--- config.mk ---
export PLATFORM = sky130hd
export DESIGN_NAME = preProcessor
export DESIGN_NICKNAME = d
export VERILOG_FILES = /design/src/hw/sysTypesPkg.sv /design/src/hw/dispTypesPkg.sv /design/src/hw/resetStretcher.sv /design/src/hw/phaseTimer.sv /design/src/hw/phaseFsm.sv /design/src/hw/syncOutput.sv /design/src/hw/preProcessor.sv
export VERILOG_INCLUDE_DIRS = /design/src /design/src/hw
export SDC_FILE = /design/constraint.sdc
export NUM_CORES = 1
export LEC_CHECK = 0
export BUFFER_PORTS_ARGS = -buffer_cell sky130_fd_sc_hd__buf_4
export CORE_MARGIN = 3
export CORE_UTILIZATION = 38
export CTS_CLUSTER_SIZE = 8
export DETAILED_ROUTE_END_ITERATION = 8
export HOLD_SLACK_MARGIN = 0.08
export PLACE_DENSITY_LB_ADDON = 0.1
export SLEW_MARGIN = 0
export SYNTH_ARGS = -nofsm -noshare
export SYNTH_HDL_FRONTEND = slang
export SYNTH_SLANG_ARGS = --single-unit
--- constraint.sdc ---
create_clock -name clk -period 6 [get_ports clk]
set_clock_uncertainty 0.05 [all_clocks]
set_input_delay 1.2 -clock clk [delete_from_list [all_inputs] [get_ports clk]]
set_output_delay 1.2 -clock clk [all_outputs]
set_load 0.005 [all_outputs]
--- src/hw/disp_params.svh ---
`ifndef DISP_PARAMS_SVH
`define DISP_PARAMS_SVH

// ----------------------------
// Horizontal geometry
// ----------------------------

// Visible pixels per line
`define DISP_H_DISPLAY 640
// Pixels between end of video and hsync
`define DISP_H_FRONT 16
// Hsync pulse width in pixels
`define DISP_H_SYNC 96
// Pixels from hsync to next line
`define DISP_H_BACK 48

// ----------------------------
// Vertical geometry
// ----------------------------

// Visible lines per frame
`define DISP_V_DISPLAY 480
// Lines after last visible line
`define DISP_V_FRONT 11
// Vsync pulse width in lines
`define DISP_V_SYNC 2
// Lines from vsync to top of frame
`define DISP_V_BACK 31

// ----------------------------
// Widths and reset
// ----------------------------

// Wide enough for any single phase
`define DISP_LEN_WIDTH 11

// Cycles of forced reset after rstN goes high
`define RST_HOLD_CYCLES 16

`endif

--- src/hw/sysTypesPkg.sv ---
`default_nettype none

package sysTypesPkg;

    // ----------------------------
    // Reset sequencer
    // ----------------------------

    // Hold while counting, run once released
    typedef enum logic {
        RstHold,
        RstRun
    } rstState_e;

endpackage

`default_nettype wire

--- src/hw/dispTypesPkg.sv ---
`default_nettype none

`include "disp_params.svh"

package dispTypesPkg;

    // ----------------------------
    // Axis phases
    // ----------------------------

    // Same order for both axes
    // Active first so reset lands on pixel 0
    typedef enum logic [1:0] {
        PhActive,
        PhFront,
        PhSync,
        PhBack
    } dispPhase_e;

    // ----------------------------
    // Lengths
    // ----------------------------

    // Phase length, also the timer count
    typedef logic [`DISP_LEN_WIDTH-1:0] phaseLen_t;

endpackage

`default_nettype wire

--- src/hw/resetStretcher.sv ---
`default_nettype none

`include "disp_params.svh"

module resetStretcher
    import sysTypesPkg::*;
(
    input  logic clk,
    input  logic rstN,
    output logic rst
);

    // Counter must reach the hold length itself
    localparam int holdWidth = $clog2(`RST_HOLD_CYCLES + 1);

    rstState_e             state;
    logic [holdWidth-1:0]  holdCnt;

    // ----------------------------
    // Hold sequencer
    // ----------------------------

    always_ff @(posedge clk) begin
        if (!rstN) begin
            // Any low sample restarts the hold
            state   <= RstHold;
            holdCnt <= '0;
        end else if (state == RstHold) begin
            if (holdCnt == holdWidth'(`RST_HOLD_CYCLES)) begin
                state <= RstRun;
            end else begin
                holdCnt <= holdCnt + 1'b1;
            end
        end
    end

    // Active high, straight from state
    // Falls on edge N after the first high sample
    assign rst = (state == RstHold);

endmodule

`default_nettype wire

--- src/hw/phaseTimer.sv ---
`default_nettype none

module phaseTimer
    import dispTypesPkg::*;
(
    input  logic      clk,
    input  logic      rst,
    input  logic      step,
    input  logic      load,
    input  phaseLen_t loadLen,
    output logic      last
);

    // Remaining counts in the phase, zero on the final one
    phaseLen_t count;

    // ----------------------------
    // Down-counter
    // ----------------------------

    always_ff @(posedge clk) begin
        if (rst || load) begin
            // Reset also reloads, so the first phase starts full length
            count <= loadLen - 1'b1;
        end else if (step) begin
            count <= count - 1'b1;
        end
    end

    // Held for the whole last count
    // Vertical axis: the whole last line
    assign last = (count == '0);

endmodule

`default_nettype wire

--- src/hw/phaseFsm.sv ---
`default_nettype none

`include "disp_params.svh"

module phaseFsm
    import dispTypesPkg::*;
#(
    parameter phaseLen_t activeLen = phaseLen_t'(`DISP_H_DISPLAY),
    parameter phaseLen_t frontLen  = phaseLen_t'(`DISP_H_FRONT),
    parameter phaseLen_t syncLen   = phaseLen_t'(`DISP_H_SYNC),
    parameter phaseLen_t backLen   = phaseLen_t'(`DISP_H_BACK)
)(
    input  logic       clk,
    input  logic       rst,
    input  logic       step,
    output dispPhase_e phase,
    output logic       load,
    output phaseLen_t  loadLen,
    output logic       phaseEnd,
    input  logic       timerLast
);

    dispPhase_e succPhase;
    dispPhase_e loadPhase;
    logic       advance;

    // Length lookup per phase
    function automatic phaseLen_t lenOf(input dispPhase_e ph);
        case (ph)
            PhActive: lenOf = activeLen;
            PhFront:  lenOf = frontLen;
            PhSync:   lenOf = syncLen;
            default:  lenOf = backLen;
        endcase
    endfunction

    // ----------------------------
    // Next phase
    // ----------------------------

    // Last count of the phase, consumed by a step
    assign advance = step && timerLast;

    always_comb begin
        case (phase)
            PhActive: succPhase = PhFront;
            PhFront:  succPhase = PhSync;
            PhSync:   succPhase = PhBack;
            default:  succPhase = PhActive;
        endcase
    end

    always_ff @(posedge clk) begin
        if (rst) begin
            phase <= PhActive;
        end else if (advance) begin
            phase <= succPhase;
        end
    end

    // ----------------------------
    // Timer control
    // ----------------------------

    // Timer reloads on its own reset too, so present Active length then
    assign loadPhase = rst ? PhActive : succPhase;
    assign loadLen   = lenOf(loadPhase);
    assign load      = advance;

    // Wrap from Back to Active
    // Horizontal axis: this is the line end
    assign phaseEnd = advance && (phase == PhBack);

endmodule

`default_nettype wire

--- src/hw/syncOutput.sv ---
`default_nettype none

module syncOutput
    import dispTypesPkg::*;
(
    input  logic       clk,
    input  logic       rst,
    input  dispPhase_e hPhase,
    input  dispPhase_e vPhase,
    input  logic       hLast,
    input  logic       vLast,
    output logic       vde,
    output logic       fvde,
    output logic       fe,
    output logic       hsync,
    output logic       vsync
);

    logic hActive;
    logic vActive;
    logic pixelActive;

    // ----------------------------
    // Phase decode
    // ----------------------------

    assign hActive     = (hPhase == PhActive);
    assign vActive     = (vPhase == PhActive);
    assign pixelActive = hActive && vActive;

    // ----------------------------
    // Output registers
    // ----------------------------

    // One cycle behind the phases
    always_ff @(posedge clk) begin
        if (rst) begin
            // Idle levels, syncs high
            vde   <= 1'b0;
            fvde  <= 1'b0;
            fe    <= 1'b0;
            hsync <= 1'b1;
            vsync <= 1'b1;
        end else begin
            vde   <= pixelActive;
            fvde  <= vActive;
            // Last pixel of last active line
            fe    <= pixelActive && hLast && vLast;
            // Active-low syncs
            hsync <= (hPhase != PhSync);
            vsync <= (vPhase != PhSync);
        end
    end

endmodule

`default_nettype wire

--- src/hw/preProcessor.sv ---
`default_nettype none

`include "disp_params.svh"

module preProcessor
    import dispTypesPkg::*;
#(
    parameter int hDisplay = `DISP_H_DISPLAY,
    parameter int hFront   = `DISP_H_FRONT,
    parameter int hSync    = `DISP_H_SYNC,
    parameter int hBack    = `DISP_H_BACK,
    parameter int vDisplay = `DISP_V_DISPLAY,
    parameter int vFront   = `DISP_V_FRONT,
    parameter int vSync    = `DISP_V_SYNC,
    parameter int vBack    = `DISP_V_BACK
)(
    input  logic clk,
    input  logic rstN,
    output logic rst,
    output logic vde,
    output logic fvde,
    output logic fe,
    output logic hsync,
    output logic vsync
);

    dispPhase_e hPhase;
    dispPhase_e vPhase;
    logic       hLoad;
    logic       vLoad;
    phaseLen_t  hLoadLen;
    phaseLen_t  vLoadLen;
    logic       hLast;
    logic       vLast;
    logic       lineEnd;

    // ----------------------------
    // Reset
    // ----------------------------

    resetStretcher rstGen (
        .clk  (clk),
        .rstN (rstN),
        .rst  (rst)
    );

    // ----------------------------
    // Horizontal, one count per clock
    // ----------------------------

    phaseFsm #(
        .activeLen (phaseLen_t'(hDisplay)),
        .frontLen  (phaseLen_t'(hFront)),
        .syncLen   (phaseLen_t'(hSync)),
        .backLen   (phaseLen_t'(hBack))
    ) hFsm (
        .clk       (clk),
        .rst       (rst),
        .step      (1'b1),
        .phase     (hPhase),
        .load      (hLoad),
        .loadLen   (hLoadLen),
        .phaseEnd  (lineEnd),
        .timerLast (hLast)
    );

    phaseTimer hTimer (
        .clk     (clk),
        .rst     (rst),
        .step    (1'b1),
        .load    (hLoad),
        .loadLen (hLoadLen),
        .last    (hLast)
    );

    // ----------------------------
    // Vertical, one count per line
    // ----------------------------

    // Frame end comes from the output stage instead
    phaseFsm #(
        .activeLen (phaseLen_t'(vDisplay)),
        .frontLen  (phaseLen_t'(vFront)),
        .syncLen   (phaseLen_t'(vSync)),
        .backLen   (phaseLen_t'(vBack))
    ) vFsm (
        .clk       (clk),
        .rst       (rst),
        .step      (lineEnd),
        .phase     (vPhase),
        .load      (vLoad),
        .loadLen   (vLoadLen),
        .phaseEnd  (),
        .timerLast (vLast)
    );

    phaseTimer vTimer (
        .clk     (clk),
        .rst     (rst),
        .step    (lineEnd),
        .load    (vLoad),
        .loadLen (vLoadLen),
        .last    (vLast)
    );

    // ----------------------------
    // Output stage
    // ----------------------------

    syncOutput outStage (
        .clk    (clk),
        .rst    (rst),
        .hPhase (hPhase),
        .vPhase (vPhase),
        .hLast  (hLast),
        .vLast  (vLast),
        .vde    (vde),
        .fvde   (fvde),
        .fe     (fe),
        .hsync  (hsync),
        .vsync  (vsync)
    );

endmodule

`default_nettype wire

# After elaboration in Yosys (flattened, before gate mapping)

Index checks and enable logic that the tools add are counted.

Input bits: 2
Latch bits: 0
Register bits after elaboration: 37
Memory bits (writable): 0
ROM bits: 0
Memories kept: 0

$mul: 0
Divide/modulo/power cells: 0
Muxes and demuxes: 11
Shift operators: 0
Bitwise operators: 2
Equal/unequal tests: 12
$lt $le $gt $ge: 0
Reduce and logical (&&, ||, !) cells: 15
Add/subtract/negate cells: 5

Operators by type and width:

| operator              | number |
|---|---|
| $mux 11               | 3 |
| $pmux 10 s3           | 1 |
| $pmux 9 s3            | 1 |
| $logic_not 11->1      | 2 |
| $sub 11x1->11 const B | 2 |
| $pmux 2 s3            | 2 |
| $sub 10x1->11 const B | 1 |
| $eq 2x2->1 const B    | 5 |
| $sub 9x1->10 const B  | 1 |
| $eq 2x1->1 const B    | 4 |
| $logic_not 2->1       | 4 |
| $add 5x1->5 const B   | 1 |
| $eq 5x5->1 const B    | 1 |
| $logic_and 1x1->1     | 5 |
| $mux 2                | 2 |
| $ne 2x2->1 const B    | 2 |
| $logic_or 1x1->1      | 2 |
| $mux 1                | 2 |
| $not 1->1             | 2 |
| $reduce_and 2->1      | 1 |
| $reduce_bool 2->1     | 1 |

# Depth between registers and ports, before layout

Word-level depth: 7
Mapped depth: 9

# Hierarchy

Synthesis repeated with hierarchy kept, for this count alone.

Cells, all modules: 227
Area total of the unflattened synthesis: 2367.3 µm²

Modules (own cells, without submodules):

| module          | sequential area each (µm²) | area each (µm²) | cells each | times used |
|---|---|---|---|---|
| phaseTimer      | 330.3                      | 725.7           | 64         | 2 |
| resetStretcher  | 120.1                      | 296.5           | 29         | 1 |
| phaseFsm (hFsm) | 40.0                       | 229.0           | 28         | 1 |
| phaseFsm (vFsm) | 40.0                       | 225.2           | 28         | 1 |
| syncOutput      | 100.1                      | 161.4           | 13         | 1 |
| preProcessor    | 0.0                        | 3.8             | 1          | 1 |

# Worst setup path before layout

No wires, ideal clock.

Path kind: register to register
Start: register rstGen.state
End: register hTimer.count[10]
Cell stages (with the launch flop): 10
Data required time: 5832 ps
Buffers on the path: 2
Period minus slack after synthesis: 2231 ps
Setup time: 118 ps
Arrival time: 2063 ps
Path slack: 3769 ps
Path through: dfxtp_1 clkbuf_1 clkbuf_1 nand2_1 ha_1 nand2_1 or4_2 nor4_1 nand2_1 mux2i_1

Word-level cells in the longest chain between the ends: 5
Elaborated cells on any way between the ends: 9
Classes of those cells: add/sub (1); eq/ne (2); mux (3); bitwise (1); reduce/logical (2)

Ends and longest elaborated chain:

| what                                     | line                 | text |
|---|---|---|
| start: declaration                       | resetStretcher.sv:16 | `rstState_e state;` |
| start signal: assignment                 | resetStretcher.sv:26 | `state <= RstHold;` |
| start signal: assignment                 | resetStretcher.sv:30 | `state <= RstRun;` |
| $mux 2                                   | phaseFsm.sv:66       | `assign loadPhase = rst ? PhActive : succPhase;` |
| $eq 2x2->1, or another cell as far along | phaseFsm.sv:29       | `case (ph)` |
| $pmux 10 s3                              | phaseFsm.sv:29       |  |
| $sub 10x1->11                            | phaseTimer.sv:24     | `count <= loadLen - 1'b1;` |
| $mux 11 (*)                              | phaseTimer.sv:22     | `if (rst \|\| load) begin` |
| end signal: assignment                   | phaseTimer.sv:24     |  |
| end signal: assignment                   | phaseTimer.sv:26     | `count <= count - 1'b1;` |
| end: declaration                         | phaseTimer.sv:15     | `phaseLen_t count;` |

Every way passes the cells marked *; elsewhere a longest branch is shown, timed or not.
A chain may end at the register's enable or synchronous reset.

# Worst setup path after layout

Start: register hTimer.count[5]
End: register vTimer.count[1], data pin

Word-level cells in the longest chain between the ends: 5

Ends and longest elaborated chain:

| what                   | line             | text |
|---|---|---|
| $logic_not 11->1       | phaseTimer.sv:32 | `assign last = (count == '0);` |
| $logic_and 1x1->1      | phaseFsm.sv:72   | `assign phaseEnd = advance && (phase == PhBack);` |
| $logic_and 1x1->1      | phaseFsm.sv:42   | `assign advance = step && timerLast;` |
| $logic_or 1x1->1       | phaseTimer.sv:22 |  |
| $mux 11                | phaseTimer.sv:22 |  |
| end signal: assignment | phaseTimer.sv:24 |  |
| end signal: assignment | phaseTimer.sv:26 |  |
| end: declaration       | phaseTimer.sv:15 |  |

No other way between the ends.

==> run summary <==
The worst hold path begins at hTimer.count[0]. The DRC marker count from the first detailed-route iteration came out at between 70 and 80. The H-tree depth came out at 2. The final-layout setup total negative slack is 0 ns.

The critical path class is flip-flop to flip-flop. The first global-routing pass estimated 6070 µm of wire. STA classifies the critical path startpoint as a flip-flop. The root buffer cell chosen for the clock tree is sky130_fd_sc_hd__clkbuf_8. The clock tree from TritonCTS is done.

Headroom to the max-slew limit came out at about 66%. The number of distinct library cells after synthesis is 42. Tracing the worst setup path back leads to its startpoint at hTimer.count[5]. The placed wire-length estimate after detailed placement is 2530 µm. The worst register-to-register path begins at hTimer.count[5]. The average cell area after synthesis is between 9 and 10 µm². For this run, the number of Yosys warnings is 0. For the finished layout, the period the worst path requires is ~2.4 ns.

The instance count of the mapped netlist is 202. The clock sink count came out at 37. Measured along the y axis, the die boundary spans between 70 and 80 µm.

The area growth from synthesis to layout is 10.2%. Setup repair after global routing left no endpoint under its margin. The flow ran to the end, and the final reports show no timing, DRC or antenna violations.

Summed over all cells, the static leakage comes to 0.000742 µW. In this run, post-CTS repair resized a total of 0 instances. The total detailed-routing wirelength is 3480 µm. The critical path data required time came out at 5.97 ns. The total design power is 429 µW.

Fill cells in the final layout number between 400 and 500. The clock latency on the worst-skew pair is 0.28 ns. The number of buffers created by CTS came out at 5.

IR analysis of the VDD net gives a maximum drop of approximately 91 µV. After clock tree synthesis, the clock-pin slew on the worst setup and hold paths is roughly 0.07 ns. The final period utilization is about 40%. The floorplan step set the die width to approximately 76 µm. The count of buffers added by post-CTS timing repair for setup is 0. The number of antenna diodes in the final layout is 0. Using the TritonRoute via totals, the vias-per-cell ratio works out to between 5 and 6. For the pin with the worst max-slew slack, the measured transition is roughly 0.51 ns.

The number of global-route vias before repair came out at 1337. The initial antenna violation count came out at 0. The share of flip-flops with an asynchronous set or reset after synthesis came out at 0%. The total track usage came out at 12.7%.

The placement row count came out at 24. The congestion estimate from routability-driven global placement came to between 0.8 and 0.9. Setup violations remaining at the end of the flow were counted as 0. After synthesis the cells add up to 1880 µm². The post-synthesis register bit count is 37. The hold buffer count at CTS is 0. The worst-case clock buffer depth came out at 2.

The floorplan core area came out at approximately 4600 µm². The count of final hold-check violations was 0. Once the floorplan was initialized, standard cells occupied approximately two fifths of the core.

The fraction of final layout cells with drive strength greater than 1 is a little over a tenth. The count of flip-flops with a built-in enable after synthesis is 11. The worst-case hold slack came out at between 0.3 and 0.4 ns.

The post-synthesis net count is between 200 and 250. The largest fanout on the critical path is 10. The final layout net count came out at between 200 and 250.

The number of remaining DRC errors is 0. The number of top-level pins came out at 8. The leading register cell type out of synthesis is sky130_fd_sc_hd__dfxtp_1.

The die covers 5840 µm². The count of input and output buffers is 7. The ratio of total power to cell area came out at 207 nW/µm². The total non-filler cell area in the finished layout came out at around 2100 µm².

The timing-limited maximum frequency came out at roughly 420 MHz. Of the synthesized area, sequential elements account for between 40% and 50%. The library cells used most frequently in the layout, excluding fill and tap cells, are sky130_fd_sc_hd__dfxtp_1 (26), sky130_fd_sc_hd__nand2_1 (20), sky130_fd_sc_hd__nor3_1 (14), sky130_fd_sc_hd__o21ai_0 (14), sky130_fd_sc_hd__nor2_1 (12). For this run the aggregate overflow at the end of global routing stands at 0. The pre-antenna-repair detailed-routing pass consisted of 4 iterations. The final count of pins violating max slew is 0. The remaining antenna violation count came out at 0. The total number of vias came out at between 1000 and 1500.

The routed wirelength normalized by instance count is about 13 µm. Leaving out fill and tap cells, the most frequent cell in the layout is sky130_fd_sc_hd__dfxtp_1. The path class of the tightest hold or removal check is flip-flop to flip-flop. The total cell area at the placement stage came out at roughly 2000 µm². Entering global routing, the biggest net connects 30 pins. Data on the critical path arrives at its endpoint at 2.37 ns. The number of maximum-capacitance constraint violations came out at 0. STA classifies the critical path endpoint as a flip-flop.
==> cell usage after synthesis, types with 2 or more instances <==
cell type	count	area share (%)
sky130_fd_sc_hd__nor2b_1	4	1.3
sky130_fd_sc_hd__ha_1	9	6.0
sky130_fd_sc_hd__clkbuf_1	5	1.0
sky130_fd_sc_hd__or4_1	3	1.2
sky130_fd_sc_hd__a211oi_1	2	0.80
sky130_fd_sc_hd__dfxtp_1	26	28
sky130_fd_sc_hd__xnor2_1	9	4.2
sky130_fd_sc_hd__nor3b_1	2	0.80
sky130_fd_sc_hd__or3_1	3	1.0
sky130_fd_sc_hd__nand3_1	5	1.3
sky130_fd_sc_hd__o21ai_0	14	3.7
sky130_fd_sc_hd__inv_1	9	1.8
sky130_fd_sc_hd__xor2_1	5	2.3
sky130_fd_sc_hd__and2_1	5	1.7
sky130_fd_sc_hd__nor4_1	5	1.7
sky130_fd_sc_hd__and3_1	4	1.3
sky130_fd_sc_hd__mux2i_1	4	2.1
sky130_fd_sc_hd__nor2_1	12	2.4
sky130_fd_sc_hd__or2_2	2	0.66
sky130_fd_sc_hd__nor3_1	14	3.7
sky130_fd_sc_hd__a21oi_1	7	1.9
sky130_fd_sc_hd__buf_2	2	0.53
sky130_fd_sc_hd__nand2b_1	3	1.0
sky130_fd_sc_hd__edfxtp_1	11	18
sky130_fd_sc_hd__nand2_1	20	4.0
==> final cells by class <==
type	count	area, µm²	share of cell area [%]
flip-flops and latches	37	851	41.0
multi-input cells	147	955	46.0
inverters	10	37.5	1.81
clock buffers	6	72.6	3.50
repair buffers	9	67.6	3.26
well taps	65	81.3	3.92
clock inverters	2	10.0	0.483
==> path summary, 6_finish.rpt <==
| kind | to | slack [ns] | depth (start not counted) |
|---|---|---|---|
| worst max register to register | vTimer.count[1] | 3.60 | 5 |
| worst min-delay path | hTimer.count[0] | 0.38 | 1 |
| worst max-delay path | vTimer.count[1] | 3.60 | 5 |
| worst min register to register | hTimer.count[0] | 0.38 | 1 |
==> metal layers <==
metal / vias up / track usage, % / share of wire (%)
met5: - / 0 / 0
met4: 0 / 5.62 / 0.66
met3: 2 / 3.31 / 2.7
met2: 21 / 19.9 / 46
met1: 662 / 16.3 / 50
li1: 729 / - / -
==> state kept, by name, summed over array words and instances, names as in the netlist, named ones only <==
register        cells
rstGen.holdCnt      5
hFsm.phase          2
outStage.vde        1
outStage.hsync      1
outStage.fvde       1
rstGen.state        1
outStage.vsync      1
vFsm.phase          2
outStage.fe         1
vTimer.count       10
hTimer.count       11
==> cells by family after synthesis <==
kind of cell,synth area share (%)
DFF,45.2
xor gates and xnor gates,6.51
buffers and inverters,4.12
AOI/OAI and AO/OA,9.17
muxes,2.13
and+or+nand+nor,26.9
adders and majority gates,5.98
==> metrics by stage <==
stage / utilization [%] / std cells / setup WS, ns
finish: 45.4 / 276 / 3.60
global placement: 43.6 / 268 / 3.70
CTS: 45.4 / 276 / 3.59
global route: 45.4 / 276 / 3.39
floorplan: - / 202 / 3.77
detailed placement: 43.6 / 268 / 3.61
==> worst max-delay path, stage by stage, from the launching register on <==
cell and delay [ns]:
sky130_fd_sc_hd__dfxtp_1 0.36, sky130_fd_sc_hd__or4_1 0.64, sky130_fd_sc_hd__nor3_1 0.31, sky130_fd_sc_hd__and4b_1 0.47, sky130_fd_sc_hd__and3_1 0.23, sky130_fd_sc_hd__o21ai_0 0.08
==> power breakdown <==
part / internal (µW) / switching (µW) / total [µW]
Sequential: 257 / 1.57 / 259
Clock: 80.4 / 83.0 / 163
Combinational: 3.95 / 2.97 / 6.92
Total: 342 / 87.6 / 429
No activity file was read; power rests on OpenSTA's default activity.
